$ cat src/source/csr_pkg.sv
// CSR map and types
`default_nettype none

package csr_pkg;

  typedef logic [31:0] word;
  typedef logic [11:0] CsrAddrT;

  // low two bits of funct3, as in csrrw/csrrs/csrrc
  typedef enum logic [1:0] {
    CSR_RW = 2'b01,
    CSR_RS = 2'b10,
    CSR_RC = 2'b11
  } csr_op_t;

  typedef struct packed {
    logic        valid;
    csr_op_t     op;
    logic        use_imm;
    CsrAddrT     addr;
    logic [4:0]  rs1_zimm;
    word         rs1_data;
  } csr_req_t;

  typedef struct packed {
    logic valid;
    logic err;
    word  data;
  } csr_rsp_t;

  // write command for one software register
  typedef struct packed {
    logic en;
    word  data;
  } csr_wr_t;

  // board i/o block in the custom read/write range
  localparam CsrAddrT LedAddr      = 12'h7C0;
  localparam CsrAddrT BtnAddr      = 12'h7C1;
  localparam CsrAddrT Scratch0Addr = 12'h7C2;
  localparam CsrAddrT Scratch1Addr = 12'h7C3;
  localparam CsrAddrT UartTxAddr   = 12'h7C4;
  localparam CsrAddrT UartStatAddr = 12'h7C5;

  localparam int LedWidth = 4;
  localparam int BtnWidth = 4;

  // software registers, led first
  localparam int NumRegs = 3;
  localparam int LedIdx  = 0;
  localparam CsrAddrT RegAddr [NumRegs] = '{LedAddr, Scratch0Addr, Scratch1Addr};
  localparam word RegReset [NumRegs] = '{32'h0000_0000, 32'h0000_00A5, 32'h0000_0000};

endpackage

`default_nettype wire

$ cat src/source/arty_io_top.sv
// Arty board I/O top
`timescale 1ns/1ps
`default_nettype none

module arty_io_top
  import csr_pkg::*;
#(
  parameter int ClksPerBit = 8,
  parameter int FifoDepth  = 4
) (
  input  logic                clk,
  input  logic                rst_n,
  input  csr_req_t            req,
  output csr_rsp_t            rsp,
  input  logic [BtnWidth-1:0] btn,
  output logic [LedWidth-1:0] led,
  output logic                tx
);

  word        reg_values [NumRegs];
  csr_wr_t    reg_wr [NumRegs];
  logic       csr_hit;
  logic       fifo_push;
  logic [7:0] fifo_byte;
  logic [7:0] fifo_data;
  logic       fifo_have_next;
  word        fifo_status;
  logic       uart_next;

  csr_decode i_decode (
    .req        (req),
    .reg_values (reg_values),
    .wr         (reg_wr),
    .fifo_push  (fifo_push),
    .fifo_byte  (fifo_byte),
    .hit        (csr_hit)
  );

  // led and scratch registers
  for (genvar i = 0; i < NumRegs; i++) begin : g_reg
    csr_reg #(
      .ResetValue (RegReset[i])
    ) i_reg (
      .clk   (clk),
      .rst_n (rst_n),
      .wr    (reg_wr[i]),
      .value (reg_values[i])
    );
  end

  assign led = reg_values[LedIdx][LedWidth-1:0];

  csr_readback i_readback (
    .clk         (clk),
    .rst_n       (rst_n),
    .req         (req),
    .hit         (csr_hit),
    .reg_values  (reg_values),
    .btn         (btn),
    .fifo_status (fifo_status),
    .rsp         (rsp)
  );

  tx_fifo #(
    .FifoDepth (FifoDepth)
  ) i_fifo (
    .clk       (clk),
    .rst_n     (rst_n),
    .push      (fifo_push),
    .push_byte (fifo_byte),
    .next      (uart_next),
    .data      (fifo_data),
    .have_next (fifo_have_next),
    .status    (fifo_status)
  );

  uart_tx #(
    .ClksPerBit (ClksPerBit)
  ) i_uart (
    .clk       (clk),
    .rst_n     (rst_n),
    .have_next (fifo_have_next),
    .data      (fifo_data),
    .next      (uart_next),
    .tx        (tx)
  );

endmodule

`default_nettype wire

$ cat src/source/csr_decode.sv
// CSR write decoder
`timescale 1ns/1ps
`default_nettype none

module csr_decode
  import csr_pkg::*;
(
  input  csr_req_t   req,
  input  word        reg_values [NumRegs],
  output csr_wr_t    wr [NumRegs],
  output logic       fifo_push,
  output logic [7:0] fifo_byte,
  output logic       hit
);

  word  src;
  logic do_write;

  // new register value for a given op
  function automatic word apply_op(csr_op_t op, word old_value, word s);
    word res;
    case (op)
      CSR_RW:  res = s;
      CSR_RS:  res = old_value | s;
      CSR_RC:  res = old_value & ~s;
      default: res = old_value;
    endcase
    return res;
  endfunction

  // immediate forms use the zero-extended zimm field
  assign src = req.use_imm ? word'(req.rs1_zimm) : req.rs1_data;

  // set/clear with a zero source is a pure read
  always_comb begin
    case (req.op)
      CSR_RW:         do_write = req.valid;
      CSR_RS, CSR_RC: do_write = req.valid && (src != '0);
      default:        do_write = 1'b0;
    endcase
  end

  always_comb begin
    for (int i = 0; i < NumRegs; i++) begin
      wr[i].en   = do_write && (req.addr == RegAddr[i]);
      wr[i].data = apply_op(req.op, reg_values[i], src);
    end
  end

  // tx data register pushes whatever the op
  assign fifo_push = do_write && (req.addr == UartTxAddr);
  assign fifo_byte = src[7:0];

  always_comb begin
    case (req.addr)
      LedAddr,
      BtnAddr,
      Scratch0Addr,
      Scratch1Addr,
      UartTxAddr,
      UartStatAddr: hit = 1'b1;
      default:      hit = 1'b0;
    endcase
  end

endmodule

`default_nettype wire

$ cat src/source/csr_readback.sv
// CSR read response
`timescale 1ns/1ps
`default_nettype none

module csr_readback
  import csr_pkg::*;
(
  input  logic                clk,
  input  logic                rst_n,
  input  csr_req_t            req,
  input  logic                hit,
  input  word                 reg_values [NumRegs],
  input  logic [BtnWidth-1:0] btn,
  input  word                 fifo_status,
  output csr_rsp_t            rsp
);

  logic [BtnWidth-1:0] btn_meta;
  logic [BtnWidth-1:0] btn_sync;
  word                 old_value;
  logic                rsp_valid;
  logic                rsp_err;
  word                 rsp_data;

  // two-flop synchronizer for the buttons
  always_ff @(posedge clk) begin
    if (!rst_n) begin
      btn_meta <= '0;
      btn_sync <= '0;
    end else begin
      btn_meta <= btn;
      btn_sync <= btn_meta;
    end
  end

  // value before the access, tx data reads as zero
  always_comb begin
    old_value = '0;
    for (int i = 0; i < NumRegs; i++) begin
      if (req.addr == RegAddr[i]) old_value = reg_values[i];
    end
    if (req.addr == BtnAddr) old_value = word'(btn_sync);
    if (req.addr == UartStatAddr) old_value = fifo_status;
  end

  always_ff @(posedge clk) begin
    if (!rst_n) rsp_valid <= 1'b0;
    else rsp_valid <= req.valid;
  end

  always_ff @(posedge clk) begin
    if (req.valid) begin
      rsp_err  <= !hit;
      rsp_data <= hit ? old_value : '0;
    end
  end

  assign rsp = '{valid: rsp_valid, err: rsp_err, data: rsp_data};

endmodule

`default_nettype wire

$ cat src/source/csr_reg.sv
// software CSR
`timescale 1ns/1ps
`default_nettype none

module csr_reg
  import csr_pkg::*;
#(
  parameter word ResetValue = '0
) (
  input  logic    clk,
  input  logic    rst_n,
  input  csr_wr_t wr,
  output word     value
);

  word value_q;

  always_ff @(posedge clk) begin
    if (!rst_n) begin
      value_q <= ResetValue;
    end else if (wr.en) begin
      value_q <= wr.data;
    end
  end

  assign value = value_q;

endmodule

`default_nettype wire

$ cat src/source/tx_fifo.sv
// UART transmit FIFO
`timescale 1ns/1ps
`default_nettype none

module tx_fifo
  import csr_pkg::*;
#(
  parameter int FifoDepth = 4
) (
  input  logic       clk,
  input  logic       rst_n,
  input  logic       push,
  input  logic [7:0] push_byte,
  input  logic       next,
  output logic [7:0] data,
  output logic       have_next,
  output word        status
);

  localparam int PtrWidth   = (FifoDepth > 1) ? $clog2(FifoDepth) : 1;
  localparam int CountWidth = $clog2(FifoDepth + 1);

  logic [7:0]            mem [FifoDepth];
  logic [PtrWidth-1:0]   wr_ptr;
  logic [PtrWidth-1:0]   rd_ptr;
  logic [CountWidth-1:0] count;
  logic                  overflow;
  logic                  empty;
  logic                  full;
  logic                  push_ok;
  logic                  pop;

  // wrap explicitly so any depth works
  function automatic logic [PtrWidth-1:0] ptr_inc(logic [PtrWidth-1:0] ptr);
    return (ptr == PtrWidth'(FifoDepth - 1)) ? '0 : ptr + PtrWidth'(1);
  endfunction

  assign empty   = (count == '0);
  assign full    = (count == CountWidth'(FifoDepth));
  assign push_ok = push && !full;
  assign pop     = next && !empty;

  always_ff @(posedge clk) begin
    if (!rst_n) begin
      wr_ptr   <= '0;
      rd_ptr   <= '0;
      count    <= '0;
      overflow <= 1'b0;
    end else begin
      if (push_ok) wr_ptr <= ptr_inc(wr_ptr);
      if (pop) rd_ptr <= ptr_inc(rd_ptr);
      if (push_ok && !pop) count <= count + CountWidth'(1);
      else if (pop && !push_ok) count <= count - CountWidth'(1);
      // sticky until reset
      if (push && full) overflow <= 1'b1;
    end
  end

  always_ff @(posedge clk) begin
    if (push_ok) mem[wr_ptr] <= push_byte;
  end

  assign data      = mem[rd_ptr];
  assign have_next = !empty;

  always_comb begin
    status                  = '0;
    status[0]               = empty;
    status[1]               = full;
    status[2]               = overflow;
    status[8+:CountWidth]   = count;
  end

endmodule

`default_nettype wire

$ cat src/source/uart_tx.sv
// 8N1 UART transmitter
`timescale 1ns/1ps
`default_nettype none

module uart_tx #(
  parameter int ClksPerBit = 8
) (
  input  logic       clk,
  input  logic       rst_n,
  input  logic       have_next,
  input  logic [7:0] data,
  output logic       next,
  output logic       tx
);

  localparam int BaudWidth = (ClksPerBit > 1) ? $clog2(ClksPerBit) : 1;

  typedef enum logic [1:0] {
    ST_IDLE,
    ST_SHIFT,
    ST_STOP
  } state_t;

  state_t               state;
  logic [BaudWidth-1:0] baud_cnt;
  logic [3:0]           bit_cnt;
  logic [7:0]           shift_q;
  logic                 tx_q;
  logic                 bit_done;

  assign bit_done = (baud_cnt == BaudWidth'(ClksPerBit - 1));

  // load strobe back to the FIFO
  assign next = (state == ST_IDLE) && have_next;

  always_ff @(posedge clk) begin
    if (!rst_n) begin
      state    <= ST_IDLE;
      baud_cnt <= '0;
      bit_cnt  <= '0;
      tx_q     <= 1'b1;
    end else begin
      case (state)
        ST_IDLE: begin
          if (have_next) begin
            // start bit goes out right away
            state    <= ST_SHIFT;
            baud_cnt <= '0;
            bit_cnt  <= '0;
            tx_q     <= 1'b0;
          end
        end
        ST_SHIFT: begin
          baud_cnt <= bit_done ? '0 : baud_cnt + BaudWidth'(1);
          if (bit_done) begin
            if (bit_cnt == 4'd8) begin
              state <= ST_STOP;
              tx_q  <= 1'b1;
            end else begin
              tx_q    <= shift_q[0];
              bit_cnt <= bit_cnt + 4'd1;
            end
          end
        end
        ST_STOP: begin
          baud_cnt <= bit_done ? '0 : baud_cnt + BaudWidth'(1);
          if (bit_done) state <= ST_IDLE;
        end
        default: state <= ST_IDLE;
      endcase
    end
  end

  // data shifter, lsb first
  always_ff @(posedge clk) begin
    if (next) shift_q <= data;
    else if (state == ST_SHIFT && bit_done && bit_cnt != 4'd8) shift_q <= shift_q >> 1;
  end

  assign tx = tx_q;

endmodule

`default_nettype wire

$ cat config.mk
export PLATFORM = sky130hd
export DESIGN_NAME = arty_io_top
export DESIGN_NICKNAME = d
export VERILOG_FILES = /design/src/source/csr_pkg.sv /design/src/source/arty_io_top.sv /design/src/source/csr_decode.sv /design/src/source/csr_readback.sv /design/src/source/csr_reg.sv /design/src/source/tx_fifo.sv /design/src/source/uart_tx.sv
export SDC_FILE = /design/constraint.sdc
export NUM_CORES = 1
export LEC_CHECK = 0
export ABC_AREA = 1
export BUFFER_PORTS_ARGS = -buffer_cell sky130_fd_sc_hd__buf_4
export CAP_MARGIN = 0
export CORE_ASPECT_RATIO = 1.75
export CORE_MARGIN = 8
export CORE_UTILIZATION = 45
export DETAILED_ROUTE_END_ITERATION = 10
export PLACE_DENSITY = 0.68
export SETUP_SLACK_MARGIN = 0.2
export SLEW_MARGIN = 40
export SYNTH_ARGS = -nofsm -noshare
export SYNTH_HDL_FRONTEND = slang
export SYNTH_HIERARCHICAL = 1
export SYNTH_SLANG_ARGS = --single-unit
$ cat constraint.sdc
create_clock -name clk -period 4.95 [get_ports clk]
set_input_delay 0.2475 -clock clk [delete_from_list [all_inputs] [get_ports clk]]
set_output_delay 0.2475 -clock clk [all_outputs]
set_load 0.02 [all_outputs]
==> flow_metrics.tcl <==
set metrics [dict create \
    drtIter0Drc 625 \
    cts-htree-levels 4 \
    hold_buffers 4 \
    hold_viol_final 0 \
    gp_congestion 0.8823 \
    start_util 0.4548 \
    relSlewSlack 0.4566 \
    worstSetupStartpointType "input port" \
    slowest_stage "fa_1" \
    ys_ff_latch 198 \
    antenna_found_initial 0 \
    setup_ws_ns 2.407 \
    tightest_slew_ns 0.8121 \
    cts_setup_buffers 0 \
    num_antenna_cells 0 \
    design_area_mm2 0.01329 \
    synth_area_mm2 0.01200 \
    cts_root_buf "clkbuf_16" \
    finalSetupViolCount 0 \
    finClkSkew_ns 0.009262 \
    die_h_um 232.1 \
    grt_first_pass_wirelength_mm 54.20 \
    status "complete, no violations" \
    critPathArrivalTime_ns 2.89 \
    cp-end-kind "flop" \
    cp_max_fo 55 \
    yosys_warnings 6 \
    drt_pass1_iterations 5 \
    totalWireLength_mm 33.87 \
    overflow 0 \
    max_clock_freq_mhz 393.3 \
    finalNonFillerCells 2098 \
    ant_nets 0 \
    grt_pass1_vias 10600 \
    rows 79 \
    final_nets 1836 \
    synth_area_per_cell_um2 6.962 \
    via_per_inst 5.207 \
    worstPathRequired_ns 5.30 \
    finalMaxSlewViolations 0 \
    layout_min_cycle_time_ns 2.543 \
    placedInstanceArea_mm2 0.01261 \
    drive_gt1_frac 0.1122 \
    dp_hpwl_mm 23.63 \
    ys_types 41 \
    synthCells 1724 \
    min_period_over_period 0.5137 \
    dieArea_mm2 0.03236 \
    fp.coreArea_mm2 0.02639 \
    critPathMaxStageDelay_ns 0.38 \
    die_x_um 139.5 \
    pre_cts_slack_ns 1.966 \
    cts_buffers 17 \
    hold_path.class "input port to flop" \
    fin_setup_tns_ns 0 \
    clk_pin_slew_ns 0.07 \
    port_buffers 97 \
    cts_tree "done" \
    cts_resized 0 \
    crit_top_cell "nand2_1" \
    ios 98 \
    critical_path.cell_chain "buf_4, inv_6, nand2_1, nand2_1, nor2_1, nand2_1, nor2_1, nand3_1, nand2_2, nor2_1, nand2_2, inv_1, ha_1, inv_1, fa_1, inv_1, nand2_1, nand3_1, nand2_1, inv_1, nor2_1" \
    clockBufferDepth 2 \
    grt_max_degree 78 \
    area_growth_pct 10.70 \
    clock-sinks 198 \
    clkLatencyLatePin_ns 0.46 \
    drv_cap 0 \
    rsz0062_at_grt "no" \
    grt_usage 0.2136 \
    cellPowerDensity_mw_per_mm2 273.6 \
    vias 10920 \
    crit_type "input port to flop" \
    hold-worst-slack_ns 0.2177 \
    power_leakage_uw 0.005244 \
    wl_per_cell_um 16.14 \
    yosysSeqAreaShare 0.3911 \
    dp.cells 2061 \
    vdd_drop_max_uv 253.4 \
    drc 0 \
]
==> final cells by class <==
cell class                 count  area, um2
clock buffer                  19      454.2
clock inverter                13      156.4
fill                        2623      13110
inverter                     284       1074
multi-input combinational   1137       5439
sequential                   198       4695
tap                          324      405.4
timing repair buffer         123       1064
==> power breakdown <==
| group | switching [uW] | internal, uW | total, uW |
|---|---|---|---|
| Clock | 668 | 790 | 1460 |
| Combinational | 308 | 145 | 453 |
| Sequential | 14.9 | 1710 | 1720 |
==> cell families after synthesis <==
logic type | after synthesis | synth area share
compound gates | 258 | 0.1240
xor+xnor | 1 | 0.0007298
fa+ha+maj | 16 | 0.01730
buf+inv | 414 | 0.1682
flops | 198 | 0.3911
other cells | 1 | 0.0003124
simple gates | 836 | 0.2982
==> per-stage QoR <==
step | power [uW] | util
2_1_floorplan | 2077 | -
3_3_place_gp | 2194 | 0.4717
3_5_place_dp | 2210 | 0.4776
4_1_cts | 3665 | 0.5023
5_1_grt | 3777 | 0.5034
6_report | 3635 | 0.5034
==> Yosys cell counts (all sizes together) <==
| cell | instances | share of area |
|---|---|---|
| a21boi | 33 | 0.021 |
| a21oi | 70 | 0.029 |
| buf | 114 | 0.074 |
| clkbuf | 16 | 0.0050 |
| conb | 1 | 0.00031 |
| dfxtp | 125 | 0.21 |
| edfxtp | 73 | 0.18 |
| fa | 1 | 0.0017 |
| ha | 15 | 0.016 |
| inv | 284 | 0.089 |
| nand2 | 401 | 0.13 |
| nand3 | 105 | 0.044 |
| nand3b | 2 | 0.0013 |
| nand4 | 72 | 0.038 |
| nor2 | 253 | 0.083 |
| nor3 | 3 | 0.0026 |
| o2111ai | 1 | 0.00073 |
| o211ai | 33 | 0.021 |
| o21a | 1 | 0.00063 |
| o21ai | 112 | 0.048 |
| o22ai | 8 | 0.0042 |
| xor2 | 1 | 0.00073 |
==> routing by layer <==
layer  up-vias  global-route usage  share of wire
met5         -                   0              0
met4         0              0.1648          0.071
met3        96             0.03294          0.037
met2       280              0.4022           0.53
met1      5061              0.2048           0.36
li1       5487                   -              -
==> path summary, 6_finish.rpt <==
check	start	to	slack, ns	depth (start not counted)
hold / removal	req[7]	i_fifo/mem[1][7]$_DFFE_PP_	0.22	3
hold reg to reg	i_readback/btn_meta[2]$_SDFF_PN0_	i_readback/btn_sync[2]$_SDFF_PN0_	0.41	2
setup reg to reg	i_uart/state[0]$_SDFFE_PN0P_	i_fifo/count[2]$_SDFFE_PN0P_	2.52	14
setup / recovery	req[49]	i_fifo/count[2]$_SDFFE_PN0P_	2.41	21
==> critical path: cells and delay by family <==
kind	cells	cell delay, ns
adder cells (fa/ha/maj)	2	0.55
AND/OR/NAND/NOR	13	1.36
buffers and inverters	6	0.74
==> state kept, by name, summed over array words and instances (netlist names), named ones only <==
signal                flops
i_fifo/rd_ptr             2
i_fifo/mem               32
i_uart/state              2
i_uart/tx                 1
i_uart/bit_cnt            4
i_readback/btn_sync       4
i_readback/rsp_data      32
i_fifo/overflow           1
i_uart/shift_q            8
g.i_reg/value            96
i_readback/rsp_valid      1
i_fifo/count              3
i_readback/rsp_err        1
i_uart/baud_cnt           3
i_fifo/wr_ptr             2
i_readback/btn_meta       4
==> placed cells by master (no fill, tap or decap), drive strengths merged <==
cell type,count
fa,1
dfxtp,125
o21a,1
nand4,72
conb,26
nor3,3
clkbuf,19
o21ai,112
buf,119
nand2,401
a21boi,33
nand3,105
a21oi,70
clkinvlp,2
o22ai,8
o211ai,33
edfxtp,73
bufinv,2
nand3b,2
nor2,253
ha,15
clkinv,2
xor2,1
inv,291
dlygate4sd3,4
o2111ai,1
(Power assumes the default switching activity.)
